--- config.mk ---
export PLATFORM = sky130hd
export DESIGN_NAME = uart_string_top
export DESIGN_NICKNAME = d
export VERILOG_FILES = /design/src/common/uart_string_pkg.sv /design/src/source/uart_string_top.sv /design/src/source/frame_rx.sv /design/src/source/frame_tx.sv /design/src/uart/uart_rx.sv /design/src/uart/uart_tx.sv
export SDC_FILE = /design/constraint.sdc
export NUM_CORES = 1
export LEC_CHECK = 0
export ABC_AREA = 1
export BUFFER_PORTS_ARGS = -buffer_cell sky130_fd_sc_hd__buf_2
export CORE_MARGIN = 2
export CORE_UTILIZATION = 55
export CTS_CLUSTER_DIAMETER = 30
export CTS_CLUSTER_SIZE = 24
export DETAILED_ROUTE_END_ITERATION = 10
export PLACE_DENSITY = 0.77
export SLEW_MARGIN = 15
export SYNTH_ARGS = -nofsm -noshare
export SYNTH_HDL_FRONTEND = slang
export SYNTH_HIERARCHICAL = 1
export SYNTH_SLANG_ARGS = --single-unit
--- constraint.sdc ---
create_clock -name sys_clk -period 13.6 [get_ports sys_clk]
set_input_delay 2.04 -clock sys_clk [delete_from_list [all_inputs] [get_ports sys_clk]]
set_output_delay 2.04 -clock sys_clk [all_outputs]
set_load 0.1 [all_outputs]
--- src/common/uart_string_pkg.sv ---
// ~~~~~~~~~~~~~~~~~~~~~~~~~~~~~~
// shared definitions for the uart string link
// frame delimiter, length width and state enums
// ~~~~~~~~~~~~~~~~~~~~~~~~~~~~~~

package uart_string_pkg;

	// frames look like &&payload&&
	localparam logic [7:0] frame_delim = 8'h26;

	// width of every length port
	localparam int len_w = 8;

	// byte serializer and deserializer
	typedef enum logic [1:0] {
		bit_idle,
		bit_start,
		bit_data,
		bit_stop
	} uart_bit_state_t;

	// transmit framer
	typedef enum logic [2:0] {
		ftx_idle,
		ftx_head1,
		ftx_head2,
		ftx_payload,
		ftx_tail1,
		ftx_tail2,
		ftx_done,
		ftx_release
	} frame_tx_state_t;

	// receive parser
	typedef enum logic [2:0] {
		frx_idle,
		frx_head2,
		frx_payload,
		frx_tail2,
		frx_present,
		frx_release
	} frame_rx_state_t;

endpackage
--- src/source/uart_string_top.sv ---
// ~~~~~~~~~~~~~~~~~~~~~~~~~~~~~~
// uart string link top level
// framers over byte uart_tx and uart_rx
// ~~~~~~~~~~~~~~~~~~~~~~~~~~~~~~
`timescale 1ns/100ps

module uart_string_top
	import uart_string_pkg::*;
#(
	parameter int clk_freq  = 50_000_000,
	parameter int baud_rate = 115_200,
	parameter int max_len   = 16
) (
	input  logic                 sys_clk,
	input  logic                 sys_rst_n,

	// transmit host port
	input  logic [max_len*8-1:0] tx_string,
	input  logic [len_w-1:0]     tx_length,
	input  logic                 tx_req,
	output logic                 tx_ack,

	// receive host port
	output logic [max_len*8-1:0] rx_string,
	output logic [len_w-1:0]     rx_length,
	output logic                 rx_req,
	input  logic                 rx_ack,

	input  logic                 uart_rx_port,
	output logic                 uart_tx_port
);

	logic [7:0] byte_tx_data;
	logic       byte_tx_start;
	logic       byte_tx_idle;
	logic [7:0] byte_rx_data;
	logic       byte_rx_valid;

	frame_tx #(.max_len(max_len)) u_frame_tx (
		.sys_clk       (sys_clk),
		.sys_rst_n     (sys_rst_n),
		.tx_string     (tx_string),
		.tx_length     (tx_length),
		.tx_req        (tx_req),
		.tx_ack        (tx_ack),
		.byte_tx_data  (byte_tx_data),
		.byte_tx_start (byte_tx_start),
		.byte_tx_idle  (byte_tx_idle)
	);

	uart_tx #(.clk_freq(clk_freq), .baud_rate(baud_rate)) u_uart_tx (
		.sys_clk       (sys_clk),
		.sys_rst_n     (sys_rst_n),
		.byte_tx_data  (byte_tx_data),
		.byte_tx_start (byte_tx_start),
		.byte_tx_idle  (byte_tx_idle),
		.uart_tx_port  (uart_tx_port)
	);

	uart_rx #(.clk_freq(clk_freq), .baud_rate(baud_rate)) u_uart_rx (
		.sys_clk       (sys_clk),
		.sys_rst_n     (sys_rst_n),
		.uart_rx_port  (uart_rx_port),
		.byte_rx_data  (byte_rx_data),
		.byte_rx_valid (byte_rx_valid)
	);

	frame_rx #(.max_len(max_len)) u_frame_rx (
		.sys_clk       (sys_clk),
		.sys_rst_n     (sys_rst_n),
		.byte_rx_data  (byte_rx_data),
		.byte_rx_valid (byte_rx_valid),
		.rx_string     (rx_string),
		.rx_length     (rx_length),
		.rx_req        (rx_req),
		.rx_ack        (rx_ack)
	);

endmodule

--- src/source/frame_rx.sv ---
// ~~~~~~~~~~~~~~~~~~~~~~~~~~~~~~
// receive parser
// finds &&payload&&, runs the rx handshake
// ~~~~~~~~~~~~~~~~~~~~~~~~~~~~~~
`timescale 1ns/100ps

module frame_rx
	import uart_string_pkg::*;
#(
	parameter int max_len = 16
) (
	input  logic                 sys_clk,
	input  logic                 sys_rst_n,
	input  logic [7:0]           byte_rx_data,
	input  logic                 byte_rx_valid,
	output logic [max_len*8-1:0] rx_string,
	output logic [len_w-1:0]     rx_length,
	output logic                 rx_req,
	input  logic                 rx_ack
);

	frame_rx_state_t      state;
	logic [max_len*8-1:0] work_buf;
	logic [len_w-1:0]     wr_idx;
	logic                 is_delim;
	logic                 buf_full;
	logic                 frame_end;

	assign is_delim  = (byte_rx_data == frame_delim);
	assign buf_full  = (wr_idx == len_w'(max_len));
	assign frame_end = (state == frx_tail2) && byte_rx_valid && is_delim;

	// working buffer, cleared when a payload begins
	always_ff @(posedge sys_clk) begin
		if (state == frx_head2 && byte_rx_valid && is_delim) begin
			work_buf <= '0;
		end else if (state == frx_payload && byte_rx_valid && !is_delim && !buf_full) begin
			work_buf[wr_idx*8 +: 8] <= byte_rx_data;
		end
	end

	// presented string holds until the next complete frame
	always_ff @(posedge sys_clk) begin
		if (frame_end) begin
			rx_string <= work_buf;
		end
	end

	always_ff @(posedge sys_clk or negedge sys_rst_n) begin
		if (!sys_rst_n) begin
			state     <= frx_idle;
			wr_idx    <= '0;
			rx_length <= '0;
			rx_req    <= 1'b0;
		end else begin
			case (state)
				frx_idle: begin
					if (byte_rx_valid && is_delim) begin
						state <= frx_head2;
					end
				end
				frx_head2: begin
					if (byte_rx_valid) begin
						wr_idx <= '0;
						state  <= is_delim ? frx_payload : frx_idle;
					end
				end
				frx_payload: begin
					if (byte_rx_valid) begin
						if (is_delim) begin
							state <= frx_tail2;
						end else if (buf_full) begin
							// oversized payload, drop the frame
							state <= frx_idle;
						end else begin
							wr_idx <= wr_idx + 1'b1;
						end
					end
				end
				frx_tail2: begin
					if (frame_end) begin
						rx_length <= wr_idx;
						rx_req    <= 1'b1;
						state     <= frx_present;
					end else if (byte_rx_valid) begin
						// lone & inside the payload
						state <= frx_idle;
					end
				end
				frx_present: begin
					// incoming bytes ignored until the host lets go
					if (rx_ack) begin
						rx_req <= 1'b0;
						state  <= frx_release;
					end
				end
				frx_release: begin
					if (!rx_ack) begin
						state <= frx_idle;
					end
				end
				default: state <= frx_idle;
			endcase
		end
	end

endmodule

--- src/source/frame_tx.sv ---
// ~~~~~~~~~~~~~~~~~~~~~~~~~~~~~~
// transmit framer
// sends &&payload&& and runs the tx handshake
// ~~~~~~~~~~~~~~~~~~~~~~~~~~~~~~
`timescale 1ns/100ps

module frame_tx
	import uart_string_pkg::*;
#(
	parameter int max_len = 16
) (
	input  logic                 sys_clk,
	input  logic                 sys_rst_n,
	input  logic [max_len*8-1:0] tx_string,
	input  logic [len_w-1:0]     tx_length,
	input  logic                 tx_req,
	output logic                 tx_ack,
	output logic [7:0]           byte_tx_data,
	output logic                 byte_tx_start,
	input  logic                 byte_tx_idle
);

	frame_tx_state_t      state;
	logic [max_len*8-1:0] tx_buf;
	logic [len_w-1:0]     tx_len;
	logic [len_w-1:0]     byte_idx;
	logic [len_w-1:0]     len_clamped;
	logic                 can_issue;

	assign len_clamped = (tx_length > len_w'(max_len)) ? len_w'(max_len) : tx_length;

	// serializer idle and no start already in flight
	assign can_issue = byte_tx_idle && !byte_tx_start;

	always_ff @(posedge sys_clk) begin
		if (state == ftx_idle && tx_req && !tx_ack) begin
			tx_buf <= tx_string;
		end
	end

	// payload byte in payload state, delimiter otherwise
	always_ff @(posedge sys_clk) begin
		if (can_issue) begin
			if (state == ftx_payload) begin
				byte_tx_data <= tx_buf[byte_idx*8 +: 8];
			end else begin
				byte_tx_data <= frame_delim;
			end
		end
	end

	always_ff @(posedge sys_clk or negedge sys_rst_n) begin
		if (!sys_rst_n) begin
			state         <= ftx_idle;
			tx_len        <= '0;
			byte_idx      <= '0;
			byte_tx_start <= 1'b0;
			tx_ack        <= 1'b0;
		end else begin
			byte_tx_start <= 1'b0;
			case (state)
				ftx_idle: begin
					if (tx_req && !tx_ack) begin
						tx_len   <= len_clamped;
						byte_idx <= '0;
						state    <= ftx_head1;
					end
				end
				ftx_head1: if (can_issue) begin
					byte_tx_start <= 1'b1;
					state         <= ftx_head2;
				end
				ftx_head2: if (can_issue) begin
					// empty payload goes straight to the tail
					byte_tx_start <= 1'b1;
					state         <= (tx_len == '0) ? ftx_tail1 : ftx_payload;
				end
				ftx_payload: if (can_issue) begin
					byte_tx_start <= 1'b1;
					byte_idx      <= byte_idx + 1'b1;
					if (byte_idx == tx_len - 1'b1) begin
						state <= ftx_tail1;
					end
				end
				ftx_tail1: if (can_issue) begin
					byte_tx_start <= 1'b1;
					state         <= ftx_tail2;
				end
				ftx_tail2: if (can_issue) begin
					byte_tx_start <= 1'b1;
					state         <= ftx_done;
				end
				ftx_done: if (can_issue) begin
					// last stop bit is out
					tx_ack <= 1'b1;
					state  <= ftx_release;
				end
				ftx_release: if (!tx_req) begin
					tx_ack <= 1'b0;
					state  <= ftx_idle;
				end
				default: state <= ftx_idle;
			endcase
		end
	end

endmodule

--- src/uart/uart_rx.sv ---
// ~~~~~~~~~~~~~~~~~~~~~~~~~~~~~~
// uart byte deserializer
// two-flop sync, mid-bit sampling
// ~~~~~~~~~~~~~~~~~~~~~~~~~~~~~~
`timescale 1ns/100ps

module uart_rx
	import uart_string_pkg::*;
#(
	parameter int clk_freq  = 50_000_000,
	parameter int baud_rate = 115_200
) (
	input  logic       sys_clk,
	input  logic       sys_rst_n,
	input  logic       uart_rx_port,
	output logic [7:0] byte_rx_data,
	output logic       byte_rx_valid
);

	localparam int clks_per_bit = clk_freq / baud_rate;
	localparam int half_bit = clks_per_bit / 2;
	localparam int cnt_w = (clks_per_bit > 1) ? $clog2(clks_per_bit) : 1;
	localparam logic [cnt_w-1:0] bit_end = cnt_w'(clks_per_bit - 1);
	localparam logic [cnt_w-1:0] half_end = cnt_w'((half_bit > 0) ? half_bit - 1 : 0);

	uart_bit_state_t  state;
	logic [cnt_w-1:0] baud_cnt;
	logic [2:0]       bit_cnt;
	logic [7:0]       shift_reg;
	logic             rx_meta;
	logic             rx_sync;
	logic             rx_prev;
	logic             fall_edge;
	logic             bit_mid;

	// line idles high, so the sync chain resets high
	always_ff @(posedge sys_clk or negedge sys_rst_n) begin
		if (!sys_rst_n) begin
			rx_meta <= 1'b1;
			rx_sync <= 1'b1;
			rx_prev <= 1'b1;
		end else begin
			rx_meta <= uart_rx_port;
			rx_sync <= rx_meta;
			rx_prev <= rx_sync;
		end
	end

	assign fall_edge = rx_prev && !rx_sync;
	assign bit_mid   = (baud_cnt == bit_end);

	// data bits arrive LSB first
	always_ff @(posedge sys_clk) begin
		if (state == bit_data && bit_mid) begin
			shift_reg <= {rx_sync, shift_reg[7:1]};
		end
		if (state == bit_stop && bit_mid && rx_sync) begin
			byte_rx_data <= shift_reg;
		end
	end

	always_ff @(posedge sys_clk or negedge sys_rst_n) begin
		if (!sys_rst_n) begin
			state         <= bit_idle;
			baud_cnt      <= '0;
			bit_cnt       <= '0;
			byte_rx_valid <= 1'b0;
		end else begin
			byte_rx_valid <= 1'b0;
			case (state)
				bit_idle: begin
					baud_cnt <= '0;
					if (fall_edge) begin
						state <= bit_start;
					end
				end
				bit_start: begin
					// high at half a bit means a glitch
					if (baud_cnt == half_end) begin
						baud_cnt <= '0;
						bit_cnt  <= '0;
						state    <= rx_sync ? bit_idle : bit_data;
					end else begin
						baud_cnt <= baud_cnt + 1'b1;
					end
				end
				bit_data: begin
					if (bit_mid) begin
						baud_cnt <= '0;
						bit_cnt  <= bit_cnt + 1'b1;
						if (bit_cnt == 3'd7) begin
							state <= bit_stop;
						end
					end else begin
						baud_cnt <= baud_cnt + 1'b1;
					end
				end
				bit_stop: begin
					// a low stop bit drops the byte
					if (bit_mid) begin
						baud_cnt      <= '0;
						byte_rx_valid <= rx_sync;
						state         <= bit_idle;
					end else begin
						baud_cnt <= baud_cnt + 1'b1;
					end
				end
				default: state <= bit_idle;
			endcase
		end
	end

endmodule

--- src/uart/uart_tx.sv ---
// ~~~~~~~~~~~~~~~~~~~~~~~~~~~~~~
// uart byte serializer
// 8N1, LSB first
// ~~~~~~~~~~~~~~~~~~~~~~~~~~~~~~
`timescale 1ns/100ps

module uart_tx
	import uart_string_pkg::*;
#(
	parameter int clk_freq  = 50_000_000,
	parameter int baud_rate = 115_200
) (
	input  logic       sys_clk,
	input  logic       sys_rst_n,
	input  logic [7:0] byte_tx_data,
	input  logic       byte_tx_start,
	output logic       byte_tx_idle,
	output logic       uart_tx_port
);

	localparam int clks_per_bit = clk_freq / baud_rate;
	localparam int cnt_w = (clks_per_bit > 1) ? $clog2(clks_per_bit) : 1;
	localparam logic [cnt_w-1:0] bit_end = cnt_w'(clks_per_bit - 1);

	uart_bit_state_t  state;
	logic [cnt_w-1:0] baud_cnt;
	logic [2:0]       bit_cnt;
	logic [7:0]       shift_reg;
	logic             bit_done;

	assign bit_done     = (baud_cnt == bit_end);
	assign byte_tx_idle = (state == bit_idle);

	// one bit time per count cycle
	always_ff @(posedge sys_clk or negedge sys_rst_n) begin
		if (!sys_rst_n) begin
			baud_cnt <= '0;
		end else if (state == bit_idle || bit_done) begin
			baud_cnt <= '0;
		end else begin
			baud_cnt <= baud_cnt + 1'b1;
		end
	end

	// byte latched on start, shifted out on each data bit
	always_ff @(posedge sys_clk) begin
		if (state == bit_idle && byte_tx_start) begin
			shift_reg <= byte_tx_data;
		end else if (state == bit_data && bit_done) begin
			shift_reg <= {1'b0, shift_reg[7:1]};
		end
	end

	always_ff @(posedge sys_clk or negedge sys_rst_n) begin
		if (!sys_rst_n) begin
			state        <= bit_idle;
			bit_cnt      <= '0;
			uart_tx_port <= 1'b1;
		end else begin
			case (state)
				bit_idle: begin
					if (byte_tx_start) begin
						state        <= bit_start;
						uart_tx_port <= 1'b0;
					end
				end
				bit_start: begin
					if (bit_done) begin
						state        <= bit_data;
						bit_cnt      <= '0;
						uart_tx_port <= shift_reg[0];
					end
				end
				bit_data: begin
					if (bit_done) begin
						if (bit_cnt == 3'd7) begin
							state        <= bit_stop;
							uart_tx_port <= 1'b1;
						end else begin
							bit_cnt      <= bit_cnt + 1'b1;
							uart_tx_port <= shift_reg[1];
						end
					end
				end
				bit_stop: begin
					// full stop bit before going idle
					if (bit_done) begin
						state <= bit_idle;
					end
				end
				default: state <= bit_idle;
			endcase
		end
	end

endmodule

==> impl_metrics.env <==
export IMPL_outcome="completed"
export IMPL_crit_start="u_frame_rx/wr_idx[0]"
export IMPL_wl_met3_mm=3.77
export IMPL_relSlewSlack_pct=27.2
export IMPL_syn_cell_area_mm2=0.0202
export IMPL_clkLatencyLatePin_ps=620
export IMPL_nets=2529
export IMPL_worst_pin_slew_ps=1090
export IMPL_setup_viol=0
export IMPL_rr_startpoint="u_frame_rx/wr_idx[0]"
export IMPL_gp_congestion=0.905
export IMPL_gr_total_overflow=0
export IMPL_diodes=0
export IMPL_top_regs="u_frame_rx/rx_string: 128 flops, u_frame_rx/work_buf: 128 flops, u_frame_tx/tx_buf: 128 flops"
export IMPL_crit_chain="clkinv_1 > nand2_1 > nand2_1 > nand2_1 > inv_1 > nor3_2 > nand3_1 > a21oi_1 > nor2_1"
export IMPL_utilization_pct=69.1
export IMPL_cts_root_buf="clkbuf_16"
export IMPL_area_delta_synth_final_pct=24.7
export IMPL_vdd_ir_drop_max_v=0.000147
export IMPL_pin_count=280
export IMPL_crit_path_start_kind="flop"
export IMPL_drc=0
export IMPL_end_kind="flop"
export IMPL_htree_levels=3
export IMPL_synth_cells=2061
export IMPL_dr_wl_met2_mm=23.7
export IMPL_die_area_mm2=0.0383
export IMPL_final_cell_count_no_fill=2919
export IMPL_clock_sinks=490
export IMPL_cp_required_ps=14100
export IMPL_port_buffers=279
export IMPL_ys_seq_area_share_pct=64.7
export IMPL_core_mm2=0.0364
export IMPL_grtUsageTotal_pct=25.7
export IMPL_cts_resized=0
export IMPL_pre_cts_ws_ps=9280
export IMPL_synth_simple_area_share_pct=20.5
export IMPL_die_y_um=196
export IMPL_clk_path_buf_depth=3
export IMPL_slowest_delay_ps=910
export IMPL_hold_class="reg2reg"
export IMPL_async_flop_share_pct=15.1
export IMPL_synth_compound_area_share_pct=6.83
export IMPL_synthAdderAreaFrac_pct=1.24
export IMPL_fin_crit_sh_pct=33.5
export IMPL_max_freq_mhz=220
export IMPL_rsz0062_at_grt="no"
export IMPL_drt_pass1_iter_count=5
export IMPL_vias=15558
export IMPL_critical_path_class="reg2reg"
export IMPL_synth_cell_types=48
export IMPL_drv_cap=0
export IMPL_cts_clk_slew_worst_paths_ps=50
export IMPL_routed_via_density=5.33
export IMPL_cts_hold_buffers_added=0
export IMPL_synthMuxAreaShare_pct=0.390
export IMPL_synth_top_family_by_area="simple AND/OR/NAND/NOR gates"
export IMPL_timing_final_crit_period_ps=4550
export IMPL_num_rows=70
export IMPL_cts_tree="done"
export IMPL_die_w_um=196
export IMPL_post_cts_setup_buffers=0
export IMPL_crit_fanout=23
export IMPL_fin_ws_ps=9050
export IMPL_grt_pass1_wl_mm=77.7
export IMPL_fillCellCount=2605
export IMPL_drive_above_1_share_pct=21.2
export IMPL_cts_buffers=96
export IMPL_dp_cells=2738
export IMPL_initialDrtViolationCount=1344
export IMPL_antenna_left=0
export IMPL_finalClockSkew_ps=28.9
export IMPL_crit_arrival_ps=5050
export IMPL_highest_layer="met4"
export IMPL_wl_per_cell_um=16.8
export IMPL_path_common_cell="nand2_1"
export IMPL_final_max_slew_viol_count=0
export IMPL_antenna_found_initial=0
export IMPL_worstHoldStart="u_uart_rx/rx_meta"
export IMPL_final_cell_mix="nand2_1, nor2_1, edfxtp_1, buf_2, inv_1"
export IMPL_leakagePower_uw=0.0113
export IMPL_ys_flop_type="edfxtp_1"
export IMPL_wirelength_mm=49.1
export IMPL_synth_xor_area_share_pct=0.390
export IMPL_p_per_area_mw_per_mm2=158
export IMPL_dp_hpwl_mm=32.4
export IMPL_grt_pass1_vias=15116
export IMPL_wl_met1_mm=20.0
export IMPL_grt_start_max_net_pins=97
export IMPL_hold_viol=0
export IMPL_synth_edf_count=288
export IMPL_crit_path_top_delay_cell="nor3_2"
export IMPL_initial_core_util_pct=55.5
export IMPL_ys_warn_count=6
export IMPL_layout_commonest_cell="nand2_1"
export IMPL_setup_tns_ps=0
export IMPL_synth_area_per_cell_um2=9.81
export IMPL_syn_nets=2222
export IMPL_ys_ff_latch=490
-- stage by stage --
step           hold slack, ps  cell area, um2  total power, uW
6_report                  360           25200             3990
5_1_grt                   363           25200             4110
4_1_cts                   360           25200             4020
3_5_place_dp              356           21900             1680
3_3_place_gp              362           21900             1680
2_1_floorplan             345           20200             1650
-- logic make-up (layout without fill, tap and decap cells) --
| group | Yosys count | after routing |
|---|---|---|
| buffers and inverters | 303 | 693 |
| adders and majority gates | 20 | 20 |
| muxes | 7 | 7 |
| AOI/OAI and AO/OA | 253 | 253 |
| and+or+nand+nor | 979 | 979 |
| DFF | 490 | 490 |
| xor gates and xnor gates | 9 | 9 |
-- worst max-delay path, delay by kind of cell (launching register included) --
family                 cells  cell delay [ps]
and+or+nand+nor            6             2350
DFF                        1              740
buffers and inverters      2              990
AOI/OAI and AO/OA          1              350
-- cell type report --
| class | instances | area (um2) | share of cell area [%] |
|---|---|---|---|
| Inverter | 225 | 847 | 3.36 |
| Sequential cell | 490 | 13100 | 51.9 |
| Clock buffer | 118 | 2600 | 10.3 |
| Timing Repair Buffer | 287 | 1460 | 5.79 |
| Clock inverter | 63 | 683 | 2.71 |
| Tap cell | 468 | 586 | 2.32 |
| Multi-Input combinational cell | 1268 | 5950 | 23.6 |
-- power breakdown --
group / switching (uW) / internal [uW] / total [uW]
combinational: 44.6 / 29.0 / 73.6
sequential: 9.89 / 1570 / 1580
clock: 787 / 1540 / 2330
total: 841 / 3140 / 3990
-- synthesized netlist by cell type (7+ instances only) --
cell type	count	area, um2
a21oi_1	76	380
buf_1	7	26.3
buf_2	27	135
buf_4	8	60.1
clkbuf_1	36	135
dfrtp_1	70	1750
dfxtp_1	128	2560
edfxtp_1	288	8650
ha_1	20	250
inv_1	214	803
inv_2	7	26.3
mux2_2	7	78.8
nand2_1	406	1520
nand3_1	60	300
nand4_1	33	206
nor2_1	394	1480
nor2_2	13	81.3
nor3_1	28	140
nor4_1	8	50.1
o211ai_1	16	120
o21ai_0	119	596
o22ai_1	20	125
-- final timing paths --
path / depth (start not counted) / to / slack (ps)
hold reg to reg: 0 / u_uart_rx/rx_sync / 360
hold / removal: 0 / u_uart_rx/rx_sync / 360
setup reg to reg: 9 / u_frame_rx/work_buf[81] / 9050
max in group asynchronous: 1 / u_frame_tx/byte_idx[0] / 11370
min in group asynchronous: 1 / u_frame_tx/state[0] / 1590
setup / recovery: 9 / u_frame_rx/work_buf[81] / 9050
-- routing by layer --
metal / up-vias / global-route usage, %
li1: 7443 / -
met4: 0 / 11.8
met5: - / 0
met2: 717 / 42.5
met3: 109 / 5.64
met1: 7289 / 32.6
(Power assumes the default switching activity.)
